### src/hdl/ss_core_cfg.svh
`ifndef SS_CORE_CFG_SVH
`define SS_CORE_CFG_SVH

// ==========================================================================
// Core sizing
// ==========================================================================

// Data word and address width
`define SS_XLEN 32

// Instructions fetched, issued, executed and retired per cycle
`define SS_ISSUE_WIDTH 3

// Instruction buffer entries, power of two
`define SS_BUF_DEPTH 16

// Architectural integer registers
`define SS_NUM_REGS 32

// First fetch address out of reset
`define SS_RESET_PC 0

`endif

### src/hdl/ss_core_pkg.sv
`include "ss_core_cfg.svh"

package ss_core_pkg;

    // Basic scalar types
    typedef logic [`SS_XLEN-1:0] word_t;
    typedef logic [$clog2(`SS_NUM_REGS)-1:0] reg_idx_t;
    // Occupancy 0..depth, one bit wider than a pointer
    typedef logic [$clog2(`SS_BUF_DEPTH):0] occ_t;

    // One buffered instruction with its address
    typedef struct packed {
        word_t instr;
        word_t pc;
    } fetch_entry_t;

    // Kept integer operations, NOP for everything else
    typedef enum logic [4:0] {
        ALU_ADD, ALU_SUB, ALU_SLL, ALU_SLT, ALU_SLTU, ALU_XOR,
        ALU_SRL, ALU_SRA, ALU_OR, ALU_AND, ALU_LUI, ALU_NOP
    } alu_op_e;

    // Decoded issue slot
    typedef struct packed {
        logic     valid;
        alu_op_e  alu_op;
        reg_idx_t rd;
        logic     writes_rd;  // Nonzero rd on a writing opcode
        logic     use_imm;
        word_t    imm;
    } uop_t;

    // Register write, also the retire record
    typedef struct packed {
        logic     valid;
        reg_idx_t rd;
        word_t    data;
    } retire_t;

    // Performance counters
    typedef struct packed {
        logic [31:0] cycles;
        logic [31:0] fetched;
        logic [31:0] executed;
        logic [31:0] buffer_stalls;
    } perf_t;

endpackage

### src/hdl/issue_decode.sv
`include "ss_core_cfg.svh"

module issue_decode
    import ss_core_pkg::*;
(
    input  fetch_entry_t [`SS_ISSUE_WIDTH-1:0] head_i,
    input  occ_t                               occupancy_i,
    output logic         [1:0]                 issue_count_o,
    output uop_t         [`SS_ISSUE_WIDTH-1:0] uops_o,
    output reg_idx_t     [`SS_ISSUE_WIDTH-1:0] rs1_o,
    output reg_idx_t     [`SS_ISSUE_WIDTH-1:0] rs2_o
);

    localparam int IW = `SS_ISSUE_WIDTH;

    // RV32I major opcodes that are kept
    localparam logic [6:0] OPC_OP     = 7'b0110011;
    localparam logic [6:0] OPC_OP_IMM = 7'b0010011;
    localparam logic [6:0] OPC_LUI    = 7'b0110111;

    // ======================================================================
    // Per-slot decode
    // ======================================================================

    function automatic uop_t decode_slot(input word_t instr);
        uop_t       u;
        logic [6:0] opcode;
        logic [2:0] f3;
        logic       alt;
        opcode      = instr[6:0];
        f3          = instr[14:12];
        alt         = instr[30];
        u           = '0;
        u.alu_op    = ALU_NOP;
        u.rd        = instr[11:7];
        if (opcode == OPC_OP || opcode == OPC_OP_IMM) begin
            // Shared funct3 map, bit 30 picks SUB/SRA
            case (f3)
                3'b000:  u.alu_op = (opcode == OPC_OP && alt) ? ALU_SUB : ALU_ADD;
                3'b001:  u.alu_op = ALU_SLL;
                3'b010:  u.alu_op = ALU_SLT;
                3'b011:  u.alu_op = ALU_SLTU;
                3'b100:  u.alu_op = ALU_XOR;
                3'b101:  u.alu_op = alt ? ALU_SRA : ALU_SRL;
                3'b110:  u.alu_op = ALU_OR;
                default: u.alu_op = ALU_AND;
            endcase
            u.use_imm = (opcode == OPC_OP_IMM);
            // Shifts take shamt, rest take the I-type immediate
            if (f3 == 3'b001 || f3 == 3'b101) begin
                u.imm = word_t'(instr[24:20]);
            end else begin
                u.imm = {{(`SS_XLEN-12){instr[31]}}, instr[31:20]};
            end
            u.writes_rd = (u.rd != '0);
        end else if (opcode == OPC_LUI) begin
            u.alu_op    = ALU_LUI;
            u.use_imm   = 1'b1;
            u.imm       = {instr[31:12], 12'b0};
            u.writes_rd = (u.rd != '0);
        end
        return u;
    endfunction

    uop_t dec     [IW];
    logic reads1  [IW];
    logic reads2  [IW];

    always_comb begin
        for (int i = 0; i < IW; i++) begin
            dec[i]    = decode_slot(head_i[i].instr);
            // Source use decides hazards, LUI reads nothing
            reads1[i] = (head_i[i].instr[6:0] == OPC_OP) ||
                        (head_i[i].instr[6:0] == OPC_OP_IMM);
            reads2[i] = (head_i[i].instr[6:0] == OPC_OP);
            rs1_o[i]  = head_i[i].instr[19:15];
            rs2_o[i]  = head_i[i].instr[24:20];
        end
    end

    // ======================================================================
    // Group formation, stops at first missing slot or RAW hazard
    // ======================================================================

    always_comb begin
        logic       stop;
        logic       dep;
        logic [1:0] count;
        stop  = 1'b0;
        count = '0;
        for (int j = 0; j < IW; j++) begin
            dep = 1'b0;
            // Earlier slots are all in the group at this point
            for (int i = 0; i < j; i++) begin
                if (dec[i].writes_rd &&
                    ((reads1[j] && rs1_o[j] == dec[i].rd) ||
                     (reads2[j] && rs2_o[j] == dec[i].rd))) begin
                    dep = 1'b1;
                end
            end
            if (!stop && (occ_t'(j) < occupancy_i) && !dep) begin
                count = count + 2'd1;
            end else begin
                stop = 1'b1;
            end
        end
        issue_count_o = count;
        for (int i = 0; i < IW; i++) begin
            uops_o[i]       = dec[i];
            uops_o[i].valid = (i < int'(count));
        end
    end

endmodule

### config.mk
export PLATFORM = sky130hd
export DESIGN_NAME = issue_decode
export DESIGN_NICKNAME = d
export VERILOG_FILES = /design/src/hdl/ss_core_pkg.sv /design/src/hdl/issue_decode.sv
export VERILOG_INCLUDE_DIRS = /design/src /design/src/hdl
export SDC_FILE = /design/constraint.sdc
export NUM_CORES = 1
export LEC_CHECK = 0
export BUFFER_PORTS_ARGS = -buffer_cell sky130_fd_sc_hd__buf_2
export CAP_MARGIN = 40
export CORE_AREA = 8 8 135 137
export DETAILED_ROUTE_END_ITERATION = 12
export DIE_AREA = 0 0 143 145
export PLACE_DENSITY = 0.49
export SLEW_MARGIN = 20
export SYNTH_ARGS = -nofsm -noshare
export SYNTH_HDL_FRONTEND = slang
export SYNTH_SLANG_ARGS = --single-unit
### constraint.sdc
create_clock -name vclk -period 2.44
set_clock_uncertainty 0.15 [all_clocks]
set_input_delay 0.488 -clock vclk [all_inputs]
set_output_delay 0.488 -clock vclk [all_outputs]
set_load 0.01 [all_outputs]
Yosys cells after proc, flatten, opt, wreduce, memory -nomap -nowiden:

Index checks and enable logic that the tools add are counted.

* register bits after elaboration: 0
* word-level logic and storage cells: 107
* input port bits: 197

* mux-type cells: 32
* reduce and logical (&&, ||, !) cells: 34
* equal/unequal tests: 33
* order comparisons: 6
* add/subtract/negate cells: 2

Operators with widths (count)
* $mux W34: 6
* $mux W32: 3
* $pmux W4 S7: 3
* $eq A7 B6 Y1 const B: 6
* $eq A5 B5 Y1: 6
* $eq A3 B3 Y1 const B: 9
* $eq A7 B5 Y1 const B: 3
* $eq A3 B2 Y1 const B: 6
* $logic_and A1 B1 Y1: 16
* $mux W1: 15
* $mux W5: 3
* $reduce_bool A5 Y1: 3
* $lt A1 B5 Y1 const A: 2
* $eq A3 B1 Y1 const B: 3
* $logic_not A3 Y1: 3
* $logic_or A1 B1 Y1: 9
* $lt A2 B5 Y1 const A: 1
* $add A2 B1 Y2 const B: 2
* $lt A1 B2 Y1 const A: 2
* $mux W2: 2
* $logic_not A1 Y1: 3
* $lt A2 B2 Y1 const A: 1

Longest topological paths before layout:

* depth after elaboration: 14
* gate-level depth with buffers: 6

Least setup slack after synthesis:

Ideal clock, no wire load.

* path type: input port to output port
* start point: input head_i[41] (netlist name)
* end point: output uops_o[134] (netlist name)
* stages: 6
* path slack: -0.066 ns
* data arrival time: 1.868 ns
* data required time: 1.802 ns
* cells stage by stage: buf_2 -> or4_4 -> nor2_4 -> nor3_2 -> a31oi_2 -> nor3b_2

RTL lines
* start: declaration: RTL line issue_decode.sv:6 `` input fetch_entry_t [`SS_ISSUE_WIDTH-1:0] head_i, ``
* end: declaration: RTL line issue_decode.sv:9 `` output uop_t [`SS_ISSUE_WIDTH-1:0] uops_o, ``

==> out/metrics.yaml <==
global_route:
  grt.total_usage_pct: 10.7
  grt_pass1_wl_um: 18000
  grt_max_degree: 22
  grt_overflow: 0
  antenna_found_initial: 0
  first_global_vias: 3141
clock_network:
  ctsHoldBuffers: 0
sta:
  hold_viol: 0
  rsz0062_at_grt: "yes"
  drv_slew: 0
  setup_viol: 29
  whs_ns: 1.03
  final.setup.tns_ns: -1.28
  fmax_mhz: 386
  min_period_ns: 2.59
  fin_ws_ns: -0.148
  min_period_over_period_pct: 106
pwr:
  switchingPower_mw: 0.212
  ir_worst_vdd_mv: 0.0495
  p_int_mw: 0.203
  p_per_area_mw_per_mm2: 103
  p_leak_nw: 2.62
  power.share.switching_pct: 51.0
  p_total_mw: 0.415
  pwr-share-clk_pct: 0
  seqPwrFrac_pct: 0
  p_comb_share_pct: 100.0
placed_design:
  place_congestion: 0.793
  io_buffers: 265
  placed_cells: 762
  placed_area_mm2: 0.00365
  pre_cts_slack_ns: -0.239
  place_hpwl_um: 10400
final_layout:
  n_fill_cell: 1815
  n_sequential_cell: 0
  n_antenna_cell: 0
  final_core_util_pct: 25.0
  most-common-layout-cells: "buf_2 (248), a21o_1 (57), and2_1 (33)"
  fin_nets: 752
  final_common_cell: "buf_2"
  fin_cells: 773
  n_clock_buffer: 0
  final_area_mm2: 0.00404
  ff_latch_area_um2: 0
  syn2layout_area_growth_pct: 90.8
  layout-drive-gt1-share_pct: 62.6
synth:
  synth.area.top_cells: "a21o_1 (20%), buf_4 (17%), and2_1 (10%)"
  synth_area_per_cell_um2: 7.08
  ys_types: 48
  syn_inst: 299
  netlist_area_mm2: 0.00212
  synth_top_area_share_pct: 20.2
  synth_top_area_cell: "a21o_1"
  ys.warnings.count: 0
  synth_sequential_area_ratio_pct: 0
floorplanning:
  start_util_pct: 13.1
  fp.dieW_um: 143
  die_h_um: 145
  io_pins: 364
  die-area_mm2: 0.0207
  std_cell_rows: 47
  core_mm2: 0.0162
worst_setup_path:
  worstPathCellList: "buf_6, or4_4, nor2_4, nor3_4, buf_12, a31o_4, nor3b_4, buf_2"
  path_delay_family: "simple AND/OR/NAND/NOR gates"
  startpoint_type: "input port"
  path_buf_inv: 3
  cp_slowest_cell: "or4_4"
  critPathCapture: "uops_o[134]"
  arrival_ns: 1.95
  cp-startpoint: "head_i[43]"
  worst-path-max-fanout: 3
  path_class: "input port to output port"
  required_ns: 1.80
  cp-end-kind: "output port"
  path_depth: 8
  max_stage_delay_ns: 0.53
outcome:
  violations: "setup timing"
  status: "finished, violations left"
routing:
  postRouteAntennaNets: 0
  drtIter0Drc: 74
  first_pass_iters: 4
  vias: 3002
  drt-total-wl_um: 12200
  wl_per_cell_um: 15.8
  vias_per_cell: 3.88
  drc: 0
worst_hold_path:
  holdPathStages: 2
  hold_path_class: "input port to output port"
job:
  max-cap-violations: 0
-- worst min-delay path by stage --
stage               slack, ns          end   startpoint
finish                   1.03  uops_o[124]  head_i[167]
CTS                      1.03  uops_o[125]  head_i[168]
detailed placement       1.03  uops_o[125]  head_i[168]
global route             1.04     rs1_o[3]   head_i[50]
floorplan                0.88  uops_o[131]  head_i[162]
global placement         1.03     rs1_o[3]   head_i[50]
-- cell families after synthesis --
logic type | Yosys count | synth area share [%]
AO/OA/AOI/OAI | 91 | 32.2
XOR/XNOR | 30 | 12.4
buffers and inverters | 73 | 23.8
multiplexers | 1 | 0.532
other | 1 | 0.177
AND/OR/NAND/NOR | 103 | 30.9
-- area by class of cell --
cell class         instances  area (µm²)  share of cell area (%)
repair buffers           319        2040                    50.5
multi-input cells        228        1700                    42.2
well taps                220         275                    6.82
inverters                  6        22.5                   0.558
-- cells in the mapped netlist, types with 5 or more instances --
cell type and instances:
a21o_1 57, buf_4 49, and2_1 34, nand2_1 19, xnor2_1 19, xor2_1 11, nor2_1 10, a21oi_1 7
clkbuf_1 7, buf_2 6, inv_1 6, buf_6 5
-- timing repair --
| item | 4_1_cts | 5_1_grt |
|---|---|---|
| cloned | 4 | 3 |
| pin swaps | 23 | 6 |
| setup buffers | 9 | 1 |
| setup endpoints to repair | 49 | 70 |
| resized for setup | 33 | 17 |
| hold endpoints to repair | 0 | 0 |
-- power groups by stage --
stage                     combinational (mW)  clock (mW)  sequential (mW)
final                                  0.415           0                0
after global routing                   0.455           0                0
after CTS                              0.418           0                0
after detailed placement               0.396           0                0
after global placement                 0.394           0                0
after floorplan                        0.211           0                0
-- metal layers --
metal / share of wire (%) / global-route usage, % / vias to the layer above
li1: - / - / 1493
met1: 40 / 12.5 / 1358
met2: 51 / 20.5 / 149
met3: 8.9 / 2.10 / 2
met4: 0.19 / 0 / 0
met5: 0 / 0 / -
Power figures use the tool's default switching activity.
