File: config.mk
export PLATFORM = sky130hd
export DESIGN_NAME = execute_stage
export DESIGN_NICKNAME = d
export VERILOG_FILES = /design/src/hdl/ss_core_pkg.sv /design/src/hdl/execute_stage.sv
export VERILOG_INCLUDE_DIRS = /design/src /design/src/hdl
export SDC_FILE = /design/constraint.sdc
export NUM_CORES = 2
export LEC_CHECK = 0
export BUFFER_PORTS_ARGS = -buffer_cell sky130_fd_sc_hd__buf_2
export CORE_AREA = 8 8 389 239
export CTS_BUF_LIST = sky130_fd_sc_hd__clkbuf_4 sky130_fd_sc_hd__clkbuf_8
export DETAILED_ROUTE_END_ITERATION = 12
export DIE_AREA = 0 0 397 247
export SETUP_SLACK_MARGIN = 0.5
export SYNTH_ARGS = -nofsm -noshare
export SYNTH_HDL_FRONTEND = slang
export SYNTH_SLANG_ARGS = --single-unit
File: constraint.sdc
create_clock -name clk -period 14.5 [get_ports clk]
set_clock_uncertainty 0.2 [all_clocks]
set_input_delay 0.725 -clock clk [delete_from_list [all_inputs] [get_ports clk]]
set_output_delay 0.725 -clock clk [all_outputs]
set_load 0.02 [all_outputs]
File: src/hdl/ss_core_cfg.svh
`ifndef SS_CORE_CFG_SVH
`define SS_CORE_CFG_SVH

// ==========================================================================
// Core sizing
// ==========================================================================

// Data word and address width
`define SS_XLEN 32

// Instructions fetched, issued, executed and retired per cycle
`define SS_ISSUE_WIDTH 3

// Instruction buffer entries, power of two
`define SS_BUF_DEPTH 16

// Architectural integer registers
`define SS_NUM_REGS 32

// First fetch address out of reset
`define SS_RESET_PC 0

`endif

File: src/hdl/ss_core_pkg.sv
`include "ss_core_cfg.svh"

package ss_core_pkg;

    // Basic scalar types
    typedef logic [`SS_XLEN-1:0] word_t;
    typedef logic [$clog2(`SS_NUM_REGS)-1:0] reg_idx_t;
    // Occupancy 0..depth, one bit wider than a pointer
    typedef logic [$clog2(`SS_BUF_DEPTH):0] occ_t;

    // One buffered instruction with its address
    typedef struct packed {
        word_t instr;
        word_t pc;
    } fetch_entry_t;

    // Kept integer operations, NOP for everything else
    typedef enum logic [4:0] {
        ALU_ADD, ALU_SUB, ALU_SLL, ALU_SLT, ALU_SLTU, ALU_XOR,
        ALU_SRL, ALU_SRA, ALU_OR, ALU_AND, ALU_LUI, ALU_NOP
    } alu_op_e;

    // Decoded issue slot
    typedef struct packed {
        logic     valid;
        alu_op_e  alu_op;
        reg_idx_t rd;
        logic     writes_rd;  // Nonzero rd on a writing opcode
        logic     use_imm;
        word_t    imm;
    } uop_t;

    // Register write, also the retire record
    typedef struct packed {
        logic     valid;
        reg_idx_t rd;
        word_t    data;
    } retire_t;

    // Performance counters
    typedef struct packed {
        logic [31:0] cycles;
        logic [31:0] fetched;
        logic [31:0] executed;
        logic [31:0] buffer_stalls;
    } perf_t;

endpackage

File: src/hdl/execute_stage.sv
`include "ss_core_cfg.svh"

module execute_stage
    import ss_core_pkg::*;
(
    input  logic                              clk,
    input  logic                              reset,
    input  uop_t    [`SS_ISSUE_WIDTH-1:0]     uops_i,
    input  word_t   [`SS_ISSUE_WIDTH-1:0]     rs1_data_i,
    input  word_t   [`SS_ISSUE_WIDTH-1:0]     rs2_data_i,
    output retire_t [`SS_ISSUE_WIDTH-1:0]     wr_o,
    output retire_t [`SS_ISSUE_WIDTH-1:0]     retire_o,
    output logic    [1:0]                     executed_count_o
);

    // Single ALU lane
    function automatic word_t alu(input alu_op_e op, input word_t a, input word_t b);
        logic [4:0] sh;
        sh = b[4:0];
        case (op)
            ALU_ADD:  return a + b;
            ALU_SUB:  return a - b;
            ALU_SLL:  return a << sh;
            ALU_SLT:  return word_t'($signed(a) < $signed(b));
            ALU_SLTU: return word_t'(a < b);
            ALU_XOR:  return a ^ b;
            ALU_SRL:  return a >> sh;
            ALU_SRA:  return word_t'($signed(a) >>> sh);
            ALU_OR:   return a | b;
            ALU_AND:  return a & b;
            ALU_LUI:  return b;
            default:  return '0;
        endcase
    endfunction

    retire_t [`SS_ISSUE_WIDTH-1:0] retire_q;

    always_comb begin
        logic [1:0] cnt;
        word_t      op_b;
        cnt = '0;
        for (int i = 0; i < `SS_ISSUE_WIDTH; i++) begin
            // Immediate or rs2 as second operand
            op_b          = uops_i[i].use_imm ? uops_i[i].imm : rs2_data_i[i];
            wr_o[i].valid = uops_i[i].valid && uops_i[i].writes_rd;
            wr_o[i].rd    = uops_i[i].rd;
            wr_o[i].data  = alu(uops_i[i].alu_op, rs1_data_i[i], op_b);
            // No-ops count as executed too
            cnt           = cnt + 2'(uops_i[i].valid);
        end
        executed_count_o = cnt;
    end

    // Retire port, one cycle after the register write
    always_ff @(posedge clk or negedge reset) begin
        if (!reset) begin
            retire_q <= '0;
        end else begin
            retire_q <= wr_o;
        end
    end

    assign retire_o = retire_q;

endmodule

Word level (Yosys, flattened, before mapping) --
Index checks and enable logic that the tools add are counted. W data, S select, Z words.
Word-level totals: bits in registers 114, bits of input ports 329, output and inout bits 230, logic and storage cells 83
Cells by class: add/sub/neg operators 8, $lt $le $gt $ge 6, equality and inequality tests 30, shift operators 9, mux-type cells 6, bitwise gates (word level) 9, reduce and logical (&&, ||, !) cells 6
Operator list (count):
- $pmux W32 S11 | 3
- $lt A32 B32 Y1 | 6
- $add A32 B32 Y32 | 3
- $and A32 B32 Y32 | 3
- $mux W32 | 3
- $or A32 B32 Y32 | 3
- $shl A32 B5 Y32 | 3
- $shr A32 B5 Y32 | 3
- $sshr A32 B5 Y32 | 3
- $sub A32 B32 Y32 | 3
- $xor A32 B32 Y32 | 3
- $eq A5 B3 Y1 const B | 12
- $eq A5 B4 Y1 const B | 9
- $eq A5 B2 Y1 const B | 6
- $eq A5 B1 Y1 const B | 3
- $logic_not A5 Y1 | 3
- $logic_and A1 B1 Y1 | 3
- $add A1 B1 Y2 | 1
- $add A2 B1 Y2 | 1

Depth between registers and ports, before layout --
depth after elaboration 3, gate-level depth with buffers 19, depth with buffers taken out 15

Least setup slack after synthesis --
Ideal clock, no wire load.
kind input port to output port, from input port uops_i[77] (netlist bit), to output port wr_o[59] (netlist bit), arrival time 5207 ps, required time 13575 ps, slack 8368 ps, stages 18, buffers on the path 6, path through buf_2 -> buf_2 -> mux2i_1 -> clkbuf_1 -> clkbuf_1 -> clkbuf_1 -> ha_1 -> buf_2 -> nand2b_1 -> o311a_1 -> o21ai_1 -> a211oi_1 -> a21boi_1 -> o21ai_1 -> a21oi_1 -> o31a_1 -> o221a_2 -> o21ai_0
RTL lines:
- from (decl) | RTL line execute_stage.sv:8 | input uop_t [`SS_ISSUE_WIDTH-1:0] uops_i,
- to (decl) | RTL line execute_stage.sv:11 | output retire_t [`SS_ISSUE_WIDTH-1:0] wr_o,

==> flow_summary.yaml <==
timing:
  period_needed_ns: 7.77
  hold_viol: 0
  setup_tns_ns: 0
  finalSetupViolations: 0
  post-route-period-util: 0.536
  rsz0062_at_grt: "no"
  fin_ws_ns: 6.73
  slew-limit-headroom: -0.00678
  max_slew.worst_pin.slew_ns: 1.51
  drv_slew: 1
  max_freq_mhz: 129
clocking:
  htree_levels: 4
  clk_pin_slew_ns: 0.09
  postCtsSetupBuffers: 0
  cts_root_buffer: "clkbuf_8"
  cts.path.max_buffers: 2
  cts_tree: "yes"
  cts_buffers: 17
  cts.sinks: 114
hold_path:
  holdCritPathClass: "input pin to register"
logic_synthesis:
  synth-edff-count: 0
  synthSimpleGateAreaFrac: 0.210
  synth-seq-cells: 114
  async_flop_share: 1.00
  synth_area_per_cell_um2: 6.74
  netlist_instances: 4492
  ys.flop_type: "dfrtp_1"
  postSynthNetCount: 5121
  synth_top_family_by_area: "compound AO/OA/AOI/OAI gates"
  yosysWarnings: 0
  synth_compound_area_frac: 0.356
  synth_xor_area_frac: 0.00492
  synth.mux.area_fraction: 0.127
  synth_fa_ha_area_frac: 0.126
  ys_seq_area_frac: 0.0943
  netlist_area_um2: 30300
  synth_cell_types: 89
worst_setup_path:
  end_kind: "output port"
  critical_path.top_delay_family: "compound AO/OA/AOI/OAI gates"
  slowest_stage: "a211oi_1"
  critPathKind: "input pin to output port"
  cp.depth: 18
  critPathLaunch: "uops_i[77]"
  path_max_fanout: 60
  crit_top_cell: "buf_4"
  slowest_delay_ns: 0.69
  crit_chain: "buf_2 -> buf_4 -> mux2i_4 -> buf_4 -> inv_1 -> buf_4 -> ha_1 -> nor2_1 -> o311a_1 -> o21ai_1 -> a211oi_1 -> a21boi_1 -> o21ai_1 -> a21oi_1 -> o31a_1 -> o221a_2 -> o21ai_0 -> buf_2"
  cp_num_buf_inv: 6
  critPathArrivalTime_ns: 6.85
  crit_end: "wr_o[59]"
  crit_required_ns: 13.57
  worst_setup_path_start_kind: "input pin"
route:
  vias: 39900
  drt_iter0_drc: 7636
  vias_per_cell: 6.63
  drt_wl_total_um: 188000
  drc: 0
  wl_per_cell_um: 31.2
  firstDrtPassIters: 9
  ant_nets: 0
place:
  gp_congestion: 1.11
  dp_slack_ns: 6.78
  portBuffers: 558
  hpwlAfterDp_um: 150000
global_route:
  grt-ovfl-total: 0
  first_global_vias: 34800
  antenna_found_initial: 35
  grt_pass1_wl_um: 261000
  grt_usage: 0.359
  grt_max_degree: 79
run_status:
  status: "complete, but fails checks"
  failed_checks: "max-slew violations"
layout:
  drive_above_1_share: 0.170
  multi_input_area_um2: 25000
  syn_to_final_growth_pct: 14.2
  fillers: 9320
  area.sequential_um2: 2850
  nets: 5457
  largest_reg_flops: 114
floorplan:
  die_h_um: 247
  num_rows: 84
  num_io_pins: 559
  start_util: 0.348
  die_w_um: 397
  die_area_um2: 98100
  core_um2: 86900
power_and_ir_drop:
  power_mw: 2.53
  max-vdd-ir-drop_mv: 0.0572
  cellLeakagePower_nw: 15.9
  power_density_nw_per_um2: 73.1
flow_run:
  max_cap_violations: 0
-- cells in the mapped netlist, types with 45 or more instances --
| library cell | n | area share |
|---|---|---|
| a211oi_1 | 121 | 0.030 |
| a21o_1 | 53 | 0.013 |
| a21oi_1 | 422 | 0.070 |
| a221oi_1 | 53 | 0.015 |
| a31oi_1 | 64 | 0.013 |
| buf_1 | 52 | 0.0064 |
| buf_2 | 55 | 0.0091 |
| clkbuf_1 | 229 | 0.028 |
| dfrtp_1 | 114 | 0.094 |
| ha_1 | 293 | 0.12 |
| inv_1 | 267 | 0.033 |
| mux2_2 | 45 | 0.017 |
| mux2i_1 | 270 | 0.089 |
| nand2_1 | 483 | 0.060 |
| nand3_1 | 77 | 0.013 |
| nor2_1 | 527 | 0.065 |
| nor2b_1 | 55 | 0.011 |
| nor3_1 | 98 | 0.016 |
| o211ai_1 | 83 | 0.021 |
| o21ai_0 | 348 | 0.058 |
| o22ai_1 | 93 | 0.019 |
-- metal layers --
layer	track usage	part of all wire
met5	0	0.00061
met4	0.0643	0.019
met3	0.186	0.18
met2	0.446	0.36
met1	0.533	0.44
-- placed cells by master, fill, tap and decap left out, drive strengths merged, types with 22 or more instances in the layout --
cell type / count
a21oi: 422
o22ai: 93
dfrtp: 114
and3: 24
nor2b: 55
nor3: 99
a211oi: 122
a221oi: 53
o31ai: 22
ha: 293
mux4: 23
a22oi: 32
o2111ai: 28
o21bai: 34
nor4: 25
a21o: 53
nand3: 77
nand2b: 31
o221ai: 44
o211ai: 83
nor2: 527
a221o: 34
o21ai: 355
buf: 656
mux2: 45
inv: 278
nand4: 26
and2: 24
a31oi: 64
nand2: 483
mux2i: 275
-- worst min path at each step --
stage                     slack [ns]  cells past startpoint                 endpoint        start
after floorplan                 0.23                      0    retire_o[0]$_DFF_PN0_        reset
after global placement          0.54                      1   retire_o[43]$_DFF_PN0_        reset
after detailed placement        0.54                      1   retire_o[43]$_DFF_PN0_        reset
after CTS                       0.07                      2  retire_o[113]$_DFF_PN0_  uops_i[123]
after global routing            0.12                      2   retire_o[37]$_DFF_PN0_   uops_i[33]
final                           0.13                      2  retire_o[113]$_DFF_PN0_  uops_i[123]
-- cells by family after synthesis --
logic type               count (synthesis)
flip-flops                             114
AND/OR/NAND/NOR                       1440
AO/OA/AOI/OAI                         1647
buffers and inverters                  631
multiplexers                           343
adder cells (fa/ha/maj)                300
XOR/XNOR                                17
-- metrics by stage --
stage                     instances  utilization  hold WS [ns]  area [um2]
after floorplan                4492            -         0.229       30300
after global placement         5954        0.390         0.536       33900
after detailed placement       5954        0.390         0.544       33900
after CTS                      6002        0.397        0.0700       34500
after global routing           6014        0.398         0.121       34600
final                          6021        0.398         0.131       34600
-- report_power, final --
group	internal, mW	switching [mW]
combinational	0.526	1.25
sequential	0.361	0.0108
clock	0.189	0.189
-- what timing repair did --
action	CTS	global route
endpoints found under the hold margin	74	0
resized for setup	0	0
hold buffers	16	0
-- layout make-up --
cell class | instances | share of cell area
multi-input combinational | 3747 | 0.725
timing repair buffer | 672 | 0.107
sequential | 114 | 0.0825
tap | 1161 | 0.0420
inverter | 276 | 0.0300
clock buffer | 17 | 0.00677
clock inverter | 15 | 0.00594
antenna | 19 | 0.00138
Note: power is estimated with default switching activity, not from simulation.
