<file path="src/hdl/ss_core_cfg.svh">
`ifndef SS_CORE_CFG_SVH
`define SS_CORE_CFG_SVH

// ==========================================================================
// Core sizing
// ==========================================================================

// Data word and address width
`define SS_XLEN 32

// Instructions fetched, issued, executed and retired per cycle
`define SS_ISSUE_WIDTH 3

// Instruction buffer entries, power of two
`define SS_BUF_DEPTH 16

// Architectural integer registers
`define SS_NUM_REGS 32

// First fetch address out of reset
`define SS_RESET_PC 0

`endif

</file>
<file path="src/hdl/ss_core_pkg.sv">
`include "ss_core_cfg.svh"

package ss_core_pkg;

    // Basic scalar types
    typedef logic [`SS_XLEN-1:0] word_t;
    typedef logic [$clog2(`SS_NUM_REGS)-1:0] reg_idx_t;
    // Occupancy 0..depth, one bit wider than a pointer
    typedef logic [$clog2(`SS_BUF_DEPTH):0] occ_t;

    // One buffered instruction with its address
    typedef struct packed {
        word_t instr;
        word_t pc;
    } fetch_entry_t;

    // Kept integer operations, NOP for everything else
    typedef enum logic [4:0] {
        ALU_ADD, ALU_SUB, ALU_SLL, ALU_SLT, ALU_SLTU, ALU_XOR,
        ALU_SRL, ALU_SRA, ALU_OR, ALU_AND, ALU_LUI, ALU_NOP
    } alu_op_e;

    // Decoded issue slot
    typedef struct packed {
        logic     valid;
        alu_op_e  alu_op;
        reg_idx_t rd;
        logic     writes_rd;  // Nonzero rd on a writing opcode
        logic     use_imm;
        word_t    imm;
    } uop_t;

    // Register write, also the retire record
    typedef struct packed {
        logic     valid;
        reg_idx_t rd;
        word_t    data;
    } retire_t;

    // Performance counters
    typedef struct packed {
        logic [31:0] cycles;
        logic [31:0] fetched;
        logic [31:0] executed;
        logic [31:0] buffer_stalls;
    } perf_t;

endpackage

</file>
<file path="src/hdl/perf_counters.sv">
`include "ss_core_cfg.svh"

module perf_counters
    import ss_core_pkg::*;
(
    input  logic       clk,
    input  logic       reset,
    input  logic       fetch_strobe_i,
    input  logic       stall_i,
    input  logic [1:0] executed_count_i,
    output perf_t      perf_o
);

    perf_t perf_q;

    always_ff @(posedge clk or negedge reset) begin
        if (!reset) begin
            perf_q <= '0;
        end else begin
            perf_q.cycles <= perf_q.cycles + 32'd1;
            // Whole group per push
            if (fetch_strobe_i) begin
                perf_q.fetched <= perf_q.fetched + 32'(`SS_ISSUE_WIDTH);
            end
            perf_q.executed <= perf_q.executed + 32'(executed_count_i);
            if (stall_i) begin
                perf_q.buffer_stalls <= perf_q.buffer_stalls + 32'd1;
            end
        end
    end

    assign perf_o = perf_q;

endmodule

</file>
<file path="config.mk">
export PLATFORM = sky130hd
export DESIGN_NAME = perf_counters
export DESIGN_NICKNAME = d
export VERILOG_FILES = /design/src/hdl/ss_core_pkg.sv /design/src/hdl/perf_counters.sv
export VERILOG_INCLUDE_DIRS = /design/src /design/src/hdl
export SDC_FILE = /design/constraint.sdc
export NUM_CORES = 1
export LEC_CHECK = 0
export BUFFER_PORTS_ARGS = -buffer_cell sky130_fd_sc_hd__buf_2
export CORE_ASPECT_RATIO = 1.4
export CORE_MARGIN = 5
export CORE_UTILIZATION = 60
export CTS_BUF_LIST = sky130_fd_sc_hd__clkbuf_2
export DETAILED_ROUTE_END_ITERATION = 10
export PLACE_DENSITY = 0.94
export SLEW_MARGIN = 30
export SYNTH_ARGS = -nofsm -noshare
export SYNTH_HDL_FRONTEND = slang
export SYNTH_SLANG_ARGS = --single-unit
</file>
<file path="constraint.sdc">
create_clock -name clk -period 4 [get_ports clk]
set_input_delay 0.2 -clock clk [delete_from_list [all_inputs] [get_ports clk]]
set_output_delay 0.2 -clock clk [all_outputs]
set_load 0.01 [all_outputs]
</file>
Word-level counts from Yosys, hierarchy flattened --
Cells that the tools add are included.
Word-level totals: flip-flop bits (word level) 128, latch bits 0, bits in writable memories 0, ROM bits 0, bits of input ports 6, output and inout bits 128, word-level logic and storage cells 8, memories 0
Cells by class: $add $sub $neg 4, $mul 0, div/mod/pow operators 0, $lt $le $gt $ge 0, equality and inequality tests 0, shift-type cells 0, multiplexer cells 0, bitwise gates (word level) 0, reductions and logical operators 0
Operator list (count):
- $add A32 B1 Y32 const B | 2
- $add A32 B2 Y32 | 1
- $add A32 B2 Y32 const B | 1

Depth between registers and ports, before layout --
Gate-level depths: netlist of run 1.
word-level depth 1, mapped depth 7, mapped depth without buffers 7

Worst setup path before layout of run 1 --
OpenSTA, ideal clock, no wires.
path kind reg2reg, start point register perf_q, in the netlist perf_o[32], end point register perf_q, in the netlist perf_o[62], library setup time 0.079 ns, data arrival time 1.984 ns, required time 3.921 ns, path slack 1.937 ns, stages on the path, launching flop included 8, buffers on the path 0, period minus slack after synthesis 2.063 ns, cell sequence dfrtp_1 ha_1 inv_1 fa_1 nor2b_1 nand4_2 nor4_1 xor2_1
Between the ends: longest elaborated chain between the ends 1
RTL lines:
- start: declaration | line perf_counters.sv:14 | perf_t perf_q;
- $add A32 B2 Y32 | line perf_counters.sv:25 | perf_q.executed <= perf_q.executed + 32'(executed_count_i);
No other way between the ends. A chain may end at the register's enable or synchronous reset.

Final worst setup path of run 1 --
start point register perf_q, in the netlist perf_o[32], end point register perf_q, in the netlist perf_o[60]
Same word-level chain as after synthesis.

==> results of run 1 <==
final cells by class:
type	instances	area (um^2)	area share
Multi-Input combinational cell	350	2451	0.3527
Clock inverter	15	264.0	0.03799
Timing Repair Buffer	141	740.7	0.1066
Inverter	18	67.56	0.009723
Tap cell	110	137.6	0.01981
Clock buffer	17	85.08	0.01224
Sequential cell	128	3203	0.4609
per-layer routing:
metal  up-vias  part of all wire  GRT usage
met5         -                 0          0
met4         0             0.023    0.09274
met3        30             0.076    0.07339
met2       201              0.52     0.4256
met1      2290              0.38     0.2954
li1       2058                 -          -
stage by stage:
step | power [W] | std cells
finish | 0.003148 | 779
global route | 0.003303 | 779
CTS | 0.003166 | 779
detailed placement | 0.002074 | 742
global placement | 0.002025 | 742
floorplan | 0.001836 | 499
cells by family after synthesis:
group | after synthesis | share of synthesized area
AO/OA/AOI/OAI | 2 | 0.002184
XOR/XNOR | 122 | 0.1865
buffers and inverters | 21 | 0.01419
adder cells (fa/ha/maj) | 6 | 0.01441
multiplexers | 1 | 0.001965
flip-flops | 128 | 0.5591
AND/OR/NAND/NOR | 219 | 0.2217
worst register-to-register path: cells and delay by family (launching register included):
kind                       cells  cell delay, ns
xor gates and xnor gates       1            0.22
adders and majority gates      2            0.60
buffers and inverters          1            0.06
DFF                            1            0.40
and+or+nand+nor                3            1.07
cell usage after synthesis, types with 2 or more instances:
library cell | number | share of area
dfrtp_1 | 128 | 0.56
xnor2_1 | 73 | 0.11
xor2_1 | 49 | 0.075
nand2_1 | 40 | 0.026
nand3_1 | 40 | 0.035
nand4_1 | 33 | 0.036
nor2_1 | 24 | 0.016
nor3_1 | 23 | 0.020
and3_1 | 17 | 0.019
inv_1 | 17 | 0.011
and4_1 | 15 | 0.023
nor4_1 | 6 | 0.0066
ha_1 | 5 | 0.011
nor4_2 | 5 | 0.011
and2_1 | 3 | 0.0033
nor4_4 | 3 | 0.011
buf_2 | 2 | 0.0017
nand2b_1 | 2 | 0.0022
nand4_2 | 2 | 0.0044
nor3b_1 | 2 | 0.0026
how the worst min path moves through the flow:
stage	startpoint	endpoint	cells after the start
finish	reset	perf_o[37]	2
global route	reset	perf_o[41]	2
CTS	reset	perf_o[37]	2
detailed placement	reset	perf_o[37]	1
global placement	reset	perf_o[40]	1
floorplan	reset	perf_o[0]	0
power by group through the flow:
stage / Combinational [W] / Sequential (W) / Clock [W]
after floorplan: 0.000212 / 0.00162 / 0
after global placement: 0.000445 / 0.00158 / 0
after detailed placement: 0.000476 / 0.00160 / 0
after CTS: 0.000483 / 0.00158 / 0.00111
after global routing: 0.000529 / 0.00160 / 0.00117
final: 0.000476 / 0.00158 / 0.00109
repair_timing:
item | 4_1_cts | 5_1_grt
endpoints found under the setup margin | 0 | 0
resized for setup | 0 | 0
endpoints found under the hold margin | 71 | 0
hold buffers | 5 | 0
==> metrics.txt, run 1 <==
area post-placement=6544 um^2; post-route cell area=6949 um^2; Fmax=417.0 MHz; Hold Crit Class=input pin to async pin; antenna-violating nets left=0; Starting Density=0.6091; CP max stage cell=fa_1; max_cap viols=0; Setup CP Type=register to register; P_int=0.002218 W; number of synthesized flops with an enable pin=0; antenna violations before repair=0; RSZ-0062 raised after global routing=false; Reg2Reg Depth=7; Crit. End Element=register; Global Route Usage Sum=0.2489; Distinct cells, synth=30; most frequent cells in the layout=buf_2, dfrtp_1, xnor2_1; setup bufs post-CTS=0; Worst Path Arrival=3.03 ns; final hold violations=0; ratio of final minimum period to clock period=0.5995; DRC=0; Peak VDD IR=0.3581 mV; worst path cell trace=ha_1 -> inv_1 -> fa_1 -> nor2b_1 -> nand4_2 -> nor4_1 -> xor2_1; Bufs and invs on worst path=1; outcome=complete, no violations; layout cell share with drive strength beyond 1=0.2676; Rows=42; sequential power share=0.502; drt first-iter violations=198; Max transition margin=0.4750; vias in the first global route=4717; CP Launch Type=register; number of H-tree levels=4; grt ovf=0; sw power=0.0009292 W; clock power share=0.347; Seq/Total Area, Yosys=0.5591; crit path to=perf_o[60]; # IOs=134; minimum clock period=2.398 ns; most common cell after layout, fill and taps aside=buf_2; reg2reg end=perf_o[60]; delay-heaviest family, CP=simple AND/OR/NAND/NOR gates; DR pass1 iterations=4; die height=125.6 um; deepest clock path buffer count=2; CP required=4.64 ns; R2R setup slack=1.60 ns; die area=11630 um^2; Worst-Skew Late Latency=0.72 ns; crit path launch=perf_o[32]; cts bufs inserted=17; Post-Syn Nets=511; ys flop type=dfrtp_1; clock root buffer=clkbuf_2; area delta synth->final=21.29%; antenna cells=0; yosys warns=0; Worst path max stage delay=0.41 ns; max FFs per register=128; Worst path depth=7; Post-Syn Area per Cell=11.48 um^2; Port Buffers=133; Routability Congestion=0.8201; post-route setup slack=1.602 ns; TritonCTS clock tree=done; CP Max Fanout=9; DRT Wirelength=13.75 mm; LEAKAGE=3.640 nW; worst slew pin tran=0.7764 ns; final setup vio count=0; clock-pin slew on the worst setup and hold paths=0.21 ns; Fillers=602; Clock Skews=0.01972 ns; Post-Place Worst Slack=1.707 ns; global-route wire length before repair=23.23 mm; vias per inst=5.878; max-slew violations=0; gate count of the mapped netlist=499; hpwl dp=9.582 mm; combinational fraction of design power=0.151; Die Wd=92.59 um; Net Sw Frac=0.2952; clock sink count=128; vias=4579; register bit total from synthesis=128; largest net degree at the start of global routing=59; setup TNS=0 ns; pwr dens=453.0 nW/um^2; Final Core Density=0.7388; WHS=0.05777 ns; mapped cell area=5729 um^2; Core ar.=9407 um^2; nets=668; drt wl/cell=17.65 um; Synth async-reset ratio=1.000; RR Startpoint=perf_o[32]
Power figures use the tool's default switching activity.
==> run 2, diff against run 1 <==
--- a/config.mk
+++ b/config.mk
@@ -9,10 +9,10 @@
 export BUFFER_PORTS_ARGS = -buffer_cell sky130_fd_sc_hd__buf_2
 export CORE_ASPECT_RATIO = 1.4
 export CORE_MARGIN = 5
-export CORE_UTILIZATION = 60
+export CORE_UTILIZATION = 50
 export CTS_BUF_LIST = sky130_fd_sc_hd__clkbuf_2
 export DETAILED_ROUTE_END_ITERATION = 10
-export PLACE_DENSITY = 0.94
+export PLACE_DENSITY = 0.84
 export SLEW_MARGIN = 30
 export SYNTH_ARGS = -nofsm -noshare
 export SYNTH_HDL_FRONTEND = slang
==> constraint.sdc (replaced) <==
create_clock -name clk -period 1.9 [get_ports clk]
set_input_delay 0.095 -clock clk [delete_from_list [all_inputs] [get_ports clk]]
set_output_delay 0.095 -clock clk [all_outputs]
set_load 0.01 [all_outputs]
==> run 2 against run 1 <==
Compared with the run above:
- non-clock buffer count rose by 21
- combinational power grew 150%
- count of clock-buffer cells in the layout rose by 1
- maximum frequency increased by 33%
- largest power group unchanged
- global-route usage decreased by 4.7 points
- sequential share of layout area down 1.4 points
- via count shrank 2.7%
==> metrics.txt, run 2 (synthesized netlist as in run 1, its figures left out) <==
final hold violations=0 (unchanged); drt first-iter violations=209 (was 198); Starting Density=0.5079 (was 0.6091); antenna cells=0 (unchanged); vias per inst=5.341 (was 5.878); sw power=0.001959 W (was 0.0009292 W); # IOs=134 (unchanged); Net Sw Frac=0.3150 (was 0.2952); clock-pin slew on the worst setup and hold paths=0.22 ns (was 0.21 ns); CP Max Fanout=8 (was 9); outcome=complete, no violations (unchanged); Post-Place Worst Slack=-0.03057 ns (was 1.707 ns); DRC=0 (unchanged); sequential power share=0.526 (was 0.502); vias=4454 (was 4579); vias in the first global route=4452 (was 4717); Clock Skews=0.04077 ns (was 0.01972 ns); Die Wd=100.5 um (was 92.59 um); drt wl/cell=15.86 um (was 17.65 um); minimum clock period=1.809 ns (was 2.398 ns); Worst Path Arrival=2.40 ns (was 3.03 ns); Rows=46 (was 42); hold endpoint=perf_o[0]; pwr dens=867.6 nW/um^2 (was 453.0 nW/um^2); clock power share=0.283 (was 0.347); CP Launch Type=register (unchanged); hpwl dp=9.637 mm (was 9.582 mm); max_cap viols=0 (unchanged); antenna-violating nets left=0 (unchanged); ratio of final minimum period to clock period=0.9523 (was 0.5995); largest net degree at the start of global routing=50 (was 59); area post-placement=6760 um^2 (was 6544 um^2); combinational fraction of design power=0.190 (was 0.151); Hold Path Origin=stall_i; number of H-tree levels=4 (unchanged); global-route wire length before repair=22.17 mm (was 23.23 mm); worst slew pin tran=0.5407 ns (was 0.7764 ns); Crit. End Element=register (unchanged); post-route cell area=7168 um^2 (was 6949 um^2); Non-Filler Instances=834 (was 779); die height=136.7 um (was 125.6 um); antenna violations before repair=0 (unchanged); cts bufs inserted=17 (unchanged); DR pass1 iterations=4 (unchanged); Core ar.=11280 um^2 (was 9407 um^2); final total power=0.006219 W (was 0.003148 W); Setup CP Type=register to register (unchanged); Routability Congestion=0.8023 (was 0.8201); max FFs per register=128 (unchanged); reg2reg end=perf_o[56] (was perf_o[60]); most common cell after layout, fill and taps aside=buf_2 (unchanged); LEAKAGE=3.754 nW (was 3.640 nW); Max transition margin=0.6367 (was 0.4750); CP required=2.49 ns (was 4.64 ns); Fmax=552.7 MHz (was 417.0 MHz); Port Buffers=133 (unchanged); Worst-Skew Late Latency=0.66 ns (was 0.72 ns); max-slew violations=0 (unchanged); Fillers=917 (was 602); nets=689 (was 668); clock sink count=128 (unchanged); Reg2Reg Depth=7 (unchanged); area delta synth->final=25.11% (was 21.29%); P_int=0.004260 W (was 0.002218 W); Global Route Usage Sum=0.2018 (was 0.2489); die area=13730 um^2 (was 11630 um^2); layout cell share with drive strength beyond 1=0.3043 (was 0.2676); TritonCTS clock tree=done (unchanged); Hold Crit Class=input pin to register (was input pin to async pin); post-route setup slack=0.09060 ns (was 1.602 ns); R2R setup slack=0.09 ns (was 1.60 ns); Peak VDD IR=0.5909 mV (was 0.3581 mV); final setup vio count=0 (unchanged); grt ovf=0 (unchanged); clock root buffer=clkbuf_2 (unchanged); RR Startpoint=perf_o[32] (unchanged); worst hold path cell count=3; DRT Wirelength=13.23 mm (was 13.75 mm); deepest clock path buffer count=2 (unchanged); # placed instances=792 (was 742); most frequent cells in the layout=buf_2, dfrtp_1, xnor2_1 (unchanged)
-- run 2: cell types whose count changed in the layout (fill, tap and decap cells not counted), sizes merged --
cell         delta
inv             +1
buf            +20
dlygate4sd3     +1
clkinvlp        +2
bufinv          -4
clkbuf          +1
-- run 2: worst max-delay path by stage --
stage                     from          to  slack [ns]  cells after the start
floorplan           perf_o[32]  perf_o[62]       0.008                      7
global placement    perf_o[32]  perf_o[62]        0.05                      7
detailed placement  perf_o[32]  perf_o[56]       -0.03                      7
CTS                 perf_o[32]  perf_o[60]        0.06                      7
global route        perf_o[32]  perf_o[56]       -0.01                      7
finish              perf_o[32]  perf_o[56]        0.09                      7
-- run 2: power by group through the flow --
stage | Clock, W | Sequential (W) | Combinational, W
finish | 0.00176 | 0.00327 | 0.00118
global placement | 0 | 0.00329 | 0.00110
global route | 0.00196 | 0.00332 | 0.00132
detailed placement | 0 | 0.00332 | 0.00115
CTS | 0.00184 | 0.00327 | 0.00118
floorplan | 0 | 0.00342 | 0.000467
-- run 2: what timing repair did --
item                                    4_1_cts  5_1_grt
endpoints found under the hold margin       154        0
endpoints found under the setup margin        3       11
hold buffers                                  7        0
resized for setup                             3        9
setup buffers                                 1        2
pin swaps                                     1        5
-- run 2: layer usage --
layer  vias to the layer above  share of wire  global-route usage  wire length [um]
li1                       2094              -                   -                 -
met1                      2198           0.40              0.2496              5298
met2                       147           0.52              0.3429              6841
met3                        15          0.071             0.05048               933
met4                         0          0.012             0.06966               158
met5                         -              0                   0                 0
-- run 2: final cells by class --
class                           count  area, um^2  area share
Clock buffer                       18       90.09     0.01257
Timing Repair Buffer              162       942.2      0.1314
Multi-Input combinational cell    350        2519      0.3514
Tap cell                          144       180.2     0.02514
Sequential cell                   128        3204      0.4470
Clock inverter                     14       165.2     0.02304
Inverter                           18       67.56    0.009426
-- run 2: worst max-delay path, cell delays in order (launching register included) --
cell,delay [ns]
dfrtp_1,0.39
ha_2,0.19
inv_2,0.04
fa_2,0.36
nor2b_4,0.15
nand4_4,0.20
nor3_2,0.25
xor2_1,0.17
-- run 2: per-stage QoR --
stage	utilization	hold slack (ns)	TNS, ns
2_1_floorplan	-	-0.2006	0
3_3_place_gp	0.5993	0.1095	0
3_5_place_dp	0.5993	0.1168	-0.03699
4_1_cts	0.6311	0.09725	0
5_1_grt	0.6354	0.1270	-0.02946
6_report	0.6354	0.1767	0
